$ cat src/hw/video_defines.svh
/* Colour widths, line buffer geometry and output HS pulse length
   for the scan doubler video path */
`ifndef VIDEO_DEFINES_SVH
`define VIDEO_DEFINES_SVH

// Colour width per channel at the input
`define VIDEO_COLORW   4
// One bit wider after the bandwidth filter
`define VIDEO_CLROUTW  (`VIDEO_COLORW + 1)
// Output colour width per channel
`define VIDEO_OUTW     8
// Bits replicated below each channel when extending to the output width
`define VIDEO_EXTW     (`VIDEO_OUTW - `VIDEO_CLROUTW)

// Active pixels per line and the depth of one buffer bank
`define VIDEO_HLEN     64
`define VIDEO_ADDRW    6

// Output HS pulse length in pxl2_cen strobes
`define VIDEO_HS_LEN   4

`endif

$ cat src/hw/video_pkg.sv
/* Pixel, sync and scanline types shared by the video path */
`include "video_defines.svh"

package video_pkg;

    // Raw game colour
    typedef struct packed {
        logic [`VIDEO_COLORW-1:0] r;
        logic [`VIDEO_COLORW-1:0] g;
        logic [`VIDEO_COLORW-1:0] b;
    } rgb_in_t;

    // Filtered colour stored in the line buffer
    typedef struct packed {
        logic [`VIDEO_CLROUTW-1:0] r;
        logic [`VIDEO_CLROUTW-1:0] g;
        logic [`VIDEO_CLROUTW-1:0] b;
    } rgb_wide_t;

    typedef struct packed {
        logic [`VIDEO_OUTW-1:0] r;
        logic [`VIDEO_OUTW-1:0] g;
        logic [`VIDEO_OUTW-1:0] b;
    } rgb_out_t;

    // lhbl is low during horizontal blanking
    typedef struct packed {
        rgb_in_t rgb;
        logic    hs;
        logic    lhbl;
    } video_in_t;

    typedef struct packed {
        logic      valid;
        rgb_wide_t rgb;
        logic      hs;
        logic      lhbl;
    } pix_wide_t;

    typedef enum logic [1:0] {
        SL_OFF,
        SL_25,
        SL_50,
        SL_75
    } sl_mode_t;

endpackage

$ cat src/hw/scan2x_line_buffer.sv
/* Two-bank line memory for the scan doubler
   One bank fills at pixel rate while the other is replayed */
`timescale 1ns/1ps
`include "video_defines.svh"

module scan2x_line_buffer (
    input  logic                    clk_sys,
    input  logic                    arst_n,
    input  video_pkg::pix_wide_t    pix,
    input  logic [`VIDEO_ADDRW-1:0] rd_addr,
    output video_pkg::rgb_wide_t    rd_pix,
    output logic [`VIDEO_ADDRW:0]   line_len,
    output logic                    line_start
);

    localparam int CW = `VIDEO_ADDRW + 1;

    // Bank select is the top address bit
    video_pkg::rgb_wide_t mem [0:2*`VIDEO_HLEN-1];

    logic          wr_bank;
    logic [CW-1:0] wr_cnt;
    logic          hs_last;
    logic          armed;
    logic          hs_rise;
    logic          wr_full;
    logic          wr_en;

    assign hs_rise = pix.valid & pix.hs & ~hs_last;
    assign wr_full = (wr_cnt == CW'(`VIDEO_HLEN));

    // Nothing is stored until the first HS, so a partial line never shows
    assign wr_en = pix.valid & pix.lhbl & armed & ~hs_rise & ~wr_full;

    always_ff @(posedge clk_sys or negedge arst_n) begin
        if (!arst_n) begin
            wr_bank    <= 1'b0;
            wr_cnt     <= '0;
            hs_last    <= 1'b0;
            armed      <= 1'b0;
            line_len   <= '0;
            line_start <= 1'b0;
        end else begin
            line_start <= hs_rise;
            if (pix.valid) begin
                hs_last <= pix.hs;
            end
            if (hs_rise) begin
                // Finished line becomes the read bank
                armed    <= 1'b1;
                wr_bank  <= ~wr_bank;
                wr_cnt   <= '0;
                line_len <= wr_cnt;
            end else if (wr_en) begin
                wr_cnt <= wr_cnt + CW'(1);
            end
        end
    end

    always_ff @(posedge clk_sys) begin
        if (wr_en) begin
            mem[{wr_bank, wr_cnt[`VIDEO_ADDRW-1:0]}] <= pix.rgb;
        end
        rd_pix <= mem[{~wr_bank, rd_addr}];
    end

endmodule

$ cat src/hw/scan2x_reader.sv
/* Scan doubler read side
   Replays each stored line twice with blending, scanline dimming and 8-bit extension */
`timescale 1ns/1ps
`include "video_defines.svh"

module scan2x_reader (
    input  logic                    clk_sys,
    input  logic                    arst_n,
    input  logic                    pxl2_cen,
    input  logic                    blend_en,
    input  video_pkg::sl_mode_t     sl_mode,
    input  logic                    line_start,
    input  logic [`VIDEO_ADDRW:0]   line_len,
    output logic [`VIDEO_ADDRW-1:0] rd_addr,
    input  video_pkg::rgb_wide_t    rd_pix,
    output video_pkg::rgb_out_t     rgb_out,
    output logic                    out_hs,
    output logic                    out_de,
    output logic                    out_cen
);

    localparam int CW = `VIDEO_ADDRW + 1;

    typedef enum logic [1:0] {
        ST_IDLE,
        ST_HS,
        ST_PIX
    } state_t;

    state_t        state;
    logic          pass;
    logic [CW-1:0] cnt;
    logic [CW-1:0] last_idx;

    // Flags sampled at a strobe line up with the read data one clock later
    logic s1_stb;
    logic s1_busy;
    logic s1_hs;
    logic s1_de;
    logic s1_first;
    logic s1_dim;

    video_pkg::rgb_wide_t prev_pix;
    video_pkg::rgb_out_t  shaded;
    logic                 blend_now;

    // Blend, then dim, then extend one channel
    function automatic logic [`VIDEO_OUTW-1:0] shade_chan(
        input logic [`VIDEO_CLROUTW-1:0] cur,
        input logic [`VIDEO_CLROUTW-1:0] last,
        input logic                      blend,
        input logic                      dim,
        input video_pkg::sl_mode_t       mode
    );
        logic [`VIDEO_CLROUTW:0]   sum;
        logic [`VIDEO_CLROUTW-1:0] v;
        sum = {1'b0, cur} + {1'b0, last};
        v   = blend ? sum[`VIDEO_CLROUTW:1] : cur;
        if (dim) begin
            case (mode)
                video_pkg::SL_25: v = v - (v >> 2);
                video_pkg::SL_50: v = v >> 1;
                video_pkg::SL_75: v = v >> 2;
                default:          v = v;
            endcase
        end
        return {v, v[`VIDEO_CLROUTW-1 -: `VIDEO_EXTW]};
    endfunction

    assign last_idx = line_len - CW'(1);
    assign rd_addr  = cnt[`VIDEO_ADDRW-1:0];

    // HS pulse, pixels, then the same again for the second pass
    always_ff @(posedge clk_sys or negedge arst_n) begin
        if (!arst_n) begin
            state <= ST_IDLE;
            pass  <= 1'b0;
            cnt   <= '0;
        end else if (line_start) begin
            state <= (line_len == '0) ? ST_IDLE : ST_HS;
            pass  <= 1'b0;
            cnt   <= '0;
        end else if (pxl2_cen) begin
            case (state)
                ST_HS: begin
                    if (cnt == CW'(`VIDEO_HS_LEN - 1)) begin
                        state <= ST_PIX;
                        cnt   <= '0;
                    end else begin
                        cnt <= cnt + CW'(1);
                    end
                end
                ST_PIX: begin
                    if (cnt == last_idx) begin
                        cnt <= '0;
                        if (pass) begin
                            state <= ST_IDLE;
                        end else begin
                            pass  <= 1'b1;
                            state <= ST_HS;
                        end
                    end else begin
                        cnt <= cnt + CW'(1);
                    end
                end
                default: cnt <= '0;
            endcase
        end
    end

    always_ff @(posedge clk_sys or negedge arst_n) begin
        if (!arst_n) begin
            s1_stb   <= 1'b0;
            s1_busy  <= 1'b0;
            s1_hs    <= 1'b0;
            s1_de    <= 1'b0;
            s1_first <= 1'b0;
            s1_dim   <= 1'b0;
        end else begin
            s1_stb <= pxl2_cen;
            if (pxl2_cen) begin
                s1_busy  <= (state != ST_IDLE);
                s1_hs    <= (state == ST_HS);
                s1_de    <= (state == ST_PIX);
                s1_first <= (cnt == '0);
                s1_dim   <= pass;
            end
        end
    end

    // First pixel of a pass has no left neighbour
    always_comb begin
        blend_now = blend_en & ~s1_first;
        shaded.r  = shade_chan(rd_pix.r, prev_pix.r, blend_now, s1_dim, sl_mode);
        shaded.g  = shade_chan(rd_pix.g, prev_pix.g, blend_now, s1_dim, sl_mode);
        shaded.b  = shade_chan(rd_pix.b, prev_pix.b, blend_now, s1_dim, sl_mode);
    end

    // Output sync two clocks after the strobe
    always_ff @(posedge clk_sys or negedge arst_n) begin
        if (!arst_n) begin
            out_cen <= 1'b0;
            out_hs  <= 1'b0;
            out_de  <= 1'b0;
        end else begin
            out_cen <= s1_stb & s1_busy;
            if (s1_stb) begin
                out_hs <= s1_hs;
                out_de <= s1_de;
            end
        end
    end

    always_ff @(posedge clk_sys) begin
        if (s1_stb && s1_de) begin
            rgb_out  <= shaded;
            prev_pix <= rd_pix;
        end
    end

endmodule

$ cat src/hw/scan2x_video_top.sv
/* Video path top level
   Bandwidth filter, line buffer and scan doubler reader */
`timescale 1ns/1ps
`include "video_defines.svh"

module scan2x_video_top (
    input  logic                 clk_sys,
    input  logic                 arst_n,
    input  logic                 pxl_cen,
    input  logic                 pxl2_cen,
    input  video_pkg::video_in_t video_in,
    input  logic                 bw_en,
    input  logic                 blend_en,
    input  video_pkg::sl_mode_t  sl_mode,
    output video_pkg::rgb_out_t  rgb_out,
    output logic                 out_hs,
    output logic                 out_de,
    output logic                 out_cen
);

    video_pkg::pix_wide_t    pix;
    video_pkg::rgb_wide_t    rd_pix;
    logic [`VIDEO_ADDRW-1:0] rd_addr;
    logic [`VIDEO_ADDRW:0]   line_len;
    logic                    line_start;

    video_bw_filter u_filter (
        .clk_sys    ( clk_sys    ),
        .arst_n     ( arst_n     ),
        .pxl_cen    ( pxl_cen    ),
        .bw_en      ( bw_en      ),
        .video_in   ( video_in   ),
        .pix        ( pix        )
    );

    scan2x_line_buffer u_buffer (
        .clk_sys    ( clk_sys    ),
        .arst_n     ( arst_n     ),
        .pix        ( pix        ),
        .rd_addr    ( rd_addr    ),
        .rd_pix     ( rd_pix     ),
        .line_len   ( line_len   ),
        .line_start ( line_start )
    );

    scan2x_reader u_reader (
        .clk_sys    ( clk_sys    ),
        .arst_n     ( arst_n     ),
        .pxl2_cen   ( pxl2_cen   ),
        .blend_en   ( blend_en   ),
        .sl_mode    ( sl_mode    ),
        .line_start ( line_start ),
        .line_len   ( line_len   ),
        .rd_addr    ( rd_addr    ),
        .rd_pix     ( rd_pix     ),
        .rgb_out    ( rgb_out    ),
        .out_hs     ( out_hs     ),
        .out_de     ( out_de     ),
        .out_cen    ( out_cen    )
    );

endmodule

$ cat src/hw/video_bw_filter.sv
/* Colour bandwidth filter
   Widens each channel by one bit, optionally adding the previous pixel */
`timescale 1ns/1ps
`include "video_defines.svh"

module video_bw_filter (
    input  logic                 clk_sys,
    input  logic                 arst_n,
    input  logic                 pxl_cen,
    input  logic                 bw_en,
    input  video_pkg::video_in_t video_in,
    output video_pkg::pix_wide_t pix
);

    video_pkg::rgb_in_t   prev_rgb;
    video_pkg::rgb_wide_t rgb_q;
    logic                 valid_q;
    logic                 hs_q;
    logic                 lhbl_q;

    // Low pass as a sum of neighbours, or a plain shift when disabled
    function automatic logic [`VIDEO_CLROUTW-1:0] bw_chan(
        input logic [`VIDEO_COLORW-1:0] cur,
        input logic [`VIDEO_COLORW-1:0] last,
        input logic                     en
    );
        logic [`VIDEO_CLROUTW-1:0] sum;
        sum = {1'b0, cur} + {1'b0, last};
        return en ? sum : {cur, 1'b0};
    endfunction

    // Strobe and sync follow the input by one clock
    always_ff @(posedge clk_sys or negedge arst_n) begin
        if (!arst_n) begin
            valid_q <= 1'b0;
            hs_q    <= 1'b0;
            lhbl_q  <= 1'b0;
        end else begin
            valid_q <= pxl_cen;
            if (pxl_cen) begin
                hs_q   <= video_in.hs;
                lhbl_q <= video_in.lhbl;
            end
        end
    end

    always_ff @(posedge clk_sys) begin
        if (pxl_cen) begin
            rgb_q.r <= bw_chan(video_in.rgb.r, prev_rgb.r, bw_en);
            rgb_q.g <= bw_chan(video_in.rgb.g, prev_rgb.g, bw_en);
            rgb_q.b <= bw_chan(video_in.rgb.b, prev_rgb.b, bw_en);
            // Blanking zeroes the history so each line starts clean
            prev_rgb <= video_in.lhbl ? video_in.rgb : '0;
        end
    end

    always_comb begin
        pix.valid = valid_q;
        pix.rgb   = rgb_q;
        pix.hs    = hs_q;
        pix.lhbl  = lhbl_q;
    end

endmodule

$ cat config.mk
export PLATFORM = sky130hd
export DESIGN_NAME = scan2x_video_top
export DESIGN_NICKNAME = d
export VERILOG_FILES = /design/src/hw/video_pkg.sv /design/src/hw/scan2x_line_buffer.sv /design/src/hw/scan2x_reader.sv /design/src/hw/scan2x_video_top.sv /design/src/hw/video_bw_filter.sv
export VERILOG_INCLUDE_DIRS = /design/src /design/src/hw
export SDC_FILE = /design/constraint.sdc
export NUM_CORES = 2
export LEC_CHECK = 0
export ABC_AREA = 1
export BUFFER_PORTS_ARGS = -buffer_cell sky130_fd_sc_hd__buf_2
export CAP_MARGIN = 20
export CORE_MARGIN = 3
export CORE_UTILIZATION = 45
export DETAILED_ROUTE_END_ITERATION = 10
export PLACE_DENSITY = 0.67
export SKIP_LAST_GASP = 1
export SYNTH_ARGS = -nofsm -noshare
export SYNTH_HDL_FRONTEND = slang
export SYNTH_SLANG_ARGS = --single-unit
$ cat constraint.sdc
create_clock -name clk_sys -period 7.6 [get_ports clk_sys]
set_input_delay 1.14 -clock clk_sys [delete_from_list [all_inputs] [get_ports clk_sys]]
set_output_delay 1.14 -clock clk_sys [all_outputs]
set_load 0.02 [all_outputs]
==> reports/qor.yml <==
crit_type: "flip-flop to flip-flop"
cp-end-kind: "flip-flop"
area_growth_pct: 11.1
die_y_um: 434
cts.hold.buffers_added: 0
start_kind: "flip-flop"
clk_latency_ps: 840
worstSetupStartpoint: "u_reader.cnt[1]"
irDropWorstVdd_mv: 0.307
nets: 7066
drive_above_1_share_pct: 7.76
antenna_found_initial: 6
cp_slowest_stage_delay_ps: 1070
hp-class: "primary input to asynchronous set/reset pin"
routed_wl_mm: 229
post_cts_resize_count: 0
coreArea_um2: 182000
finalPower_uw: 28600
die_w_um: 434
ant_nets: 0
power_leakage_uw: 0.0318
fin_crit_ps: 4600
clockBufferDepth: 3
synth_warnings: 0
grt_usage_pct: 23.9
cp_num_cells: 13
clock-sinks: 2032
grt_max_degree: 220
slew_headroom_pct: 18.9
path_delay_family: "simple AND/OR/NAND/NOR gates"
drc: 0
grt_pass1_wl_mm: 337
cts_setup_buffers: 0
min_period_over_period_pct: 60.6
io_pins: 49
drv_slew: 0
fmax_mhz: 217
hold_violations: 0
portBuffers: 48
cp_slowest_cell: "dfrtp_4"
dp_hpwl_mm: 129
num_vias: 55056
syn_inst: 6980
power_density_nw_per_um2: 312
vias_per_cell: 5.77
path_buf_inv: 3
clk_pin_slew_worst_paths_ps: 60
finalSetupViolCount: 0
dr.pass1.iters: 6
reg2regPathDepth: 13
htree_levels: 4
critical_path_required_ps: 8340
crit_chain: "buf_12 -> buf_4 -> nor2_1 -> o21ai_0 -> nand2_1 -> nand2_1 -> nand2_1 -> nor2_1 -> nor2_1 -> nor2_1 -> nand3_1 -> nand2_1 -> inv_1"
cp.arrival_ps: 5350
worstReg2RegStart: "u_reader.cnt[1]"
ys_ff_latch: 2032
grt_pass1_vias: 51887
cts_buffers: 195
grt_overflow: 0
rrSetupSlack_ps: 3000
fp-row-count: 156
cp_max_fo: 165
place_congestion: 0.901
fillers: 15342
synth.distinct_cells: 34
initial_core_util_pct: 45.5
wl_per_cell_um: 24.0
maxCapViolCount: 0
r2r-end: "u_buffer.rd_pix[14]"
syn_area_um2: 82600
postSynthAreaPerCell_um2: 11.8
finClkSkew_ps: 35.8
critical_path.endpoint: "u_buffer.rd_pix[14]"
rsz0062_at_grt: "no"
outcome: "completed"
syn_nets: 7049
first_iter_violations: 7483
setup_tns_ps: 0
cts_tree: "done"
clk_root_buffer_cell: "clkbuf_16"
tightest_slew_ps: 1220
seq_area_frac_synth_pct: 73.5
die-area_um2: 189000
-- final cells by class --
type                            instances  area, µm²  share of cell area [%]
Antenna cell                            1       2.50                 0.00273
Clock buffer                          241       5130                    5.58
Clock inverter                        124       1080                    1.17
Inverter                              126        493                   0.537
Multi-Input combinational cell       4404      19600                    21.4
Sequential cell                      2032      60700                    66.1
Tap cell                             2370       2970                    3.23
Timing Repair Buffer                  238       1850                    2.01
-- through the flow --
stage                     setup slack (ps)  area [µm²]  hold slack (ps)  utilization, %  cells
final                                 3000       91800              467            50.6   9536
after global routing                  2810       91800              479            50.6   9535
after CTS                             3120       91700              446            50.5   9533
after detailed placement              3130       85500              459            47.1   9168
after global placement                3110       85500              453            47.1   9166
after floorplan                       4610       82600              423               -   6980
-- per-layer routing --
| metal | share of wire, % | GRT usage, % | wire length (µm) |
|---|---|---|---|
| met1 | 39 | 33.2 | 90100 |
| met3 | 11 | 5.37 | 25200 |
| met4 | 4.3 | 9.85 | 9850 |
| met5 | 0.0061 | 0 | 14 |
| met2 | 45 | 36.6 | 104000 |
-- worst min path at each step --
stage                            endpoint  slack [ps]  cells past startpoint
global placement           u_buffer.armed         450                      1
finish                     u_reader.s1_hs         470                      1
floorplan           u_reader.prev_pix[10]         420                      0
CTS                        u_reader.s1_hs         450                      1
global route               u_buffer.armed         480                      1
detailed placement         u_buffer.armed         460                      1
-- placed cells by master, fill, tap and decap left out, types with 9 or more instances in the layout --
master,synthesis,routed
clkinv_2,0,33
fa_1,9,9
edfxtp_1,1977,1977
buf_4,39,178
nand3_1,176,176
o21ai_0,957,957
clkbuf_16,0,198
o21ai_1,140,140
nand2_1,1046,1046
nand4_1,59,59
xor2_1,15,15
bufinv_16,0,16
or2_2,10,10
dfxtp_1,15,15
nor2_1,1681,1654
dfrtp_1,40,38
clkbuf_1,190,42
a21oi_1,55,55
inv_1,119,118
buf_2,168,48
ha_1,38,38
o22ai_1,190,190
nor2_2,0,25
clkinv_1,3,57
-- Yosys cell counts --
library cell  number  area [µm²]
o22ai_1          190        1190
a41oi_1            3        26.3
inv_1            119         447
clkbuf_1         190         713
dfxtp_1           15         300
buf_2            168         841
clkinv_1           3        11.3
fa_1               9         180
nand4_1           59         369
a21oi_1           55         275
nor2_1          1681        6310
nand3b_1           6        45.0
a21boi_1           1        7.51
nand2_1         1046        3930
xor2_1            15         131
ha_1              38         475
dfrtp_1           40        1000
a211oi_1           1        7.51
o21ai_1          140         701
mux2_2             2        22.5
or2_2             10        62.6
buf_6              3        33.8
edfxtp_1        1977       59400
o21bai_1           1        7.51
xnor2_1            3        26.3
buf_1             18        67.6
a21boi_0           1        7.51
o221ai_1           3        26.3
nor3_1             6        30.0
buf_4             39         293
inv_2              4        15.0
o21ai_0          957        4790
o21a_1             1        7.51
nand3_1          176         881
-- flip-flops by register name (all words and copies together), names as in the netlist, 2 cells and up --
name               cells
u_buffer.wr_cnt        7
u_filter.pix          15
u_reader.prev_pix     15
u_reader.cnt           7
u_reader.state         2
u_buffer.rd_pix       15
u_filter.prev_rgb     12
u_reader.rgb_out      15
u_buffer.mem        1920
u_buffer.line_len      7
-- power by group --
group          internal [µW]  total, µW  switching [µW]
clock                   5340       9510            4170
combinational           1620       6230            4600
sequential             12600      12900             249
total                  19600      28600            9020
-- logic make-up (layout without fill, tap and decap cells) --
family,Yosys count,after routing,synth area share (%)
buffers and inverters,544,729,2.93
adders and majority gates,47,47,0.794
muxes,2,2,0.0273
xor gates and xnor gates,18,18,0.191
and+or+nand+nor,2984,2984,14.1
DFF,2032,2032,73.5
other,0,1,0
AOI/OAI and AO/OA,1353,1353,8.53
Note: power is estimated with default switching activity, not from simulation.
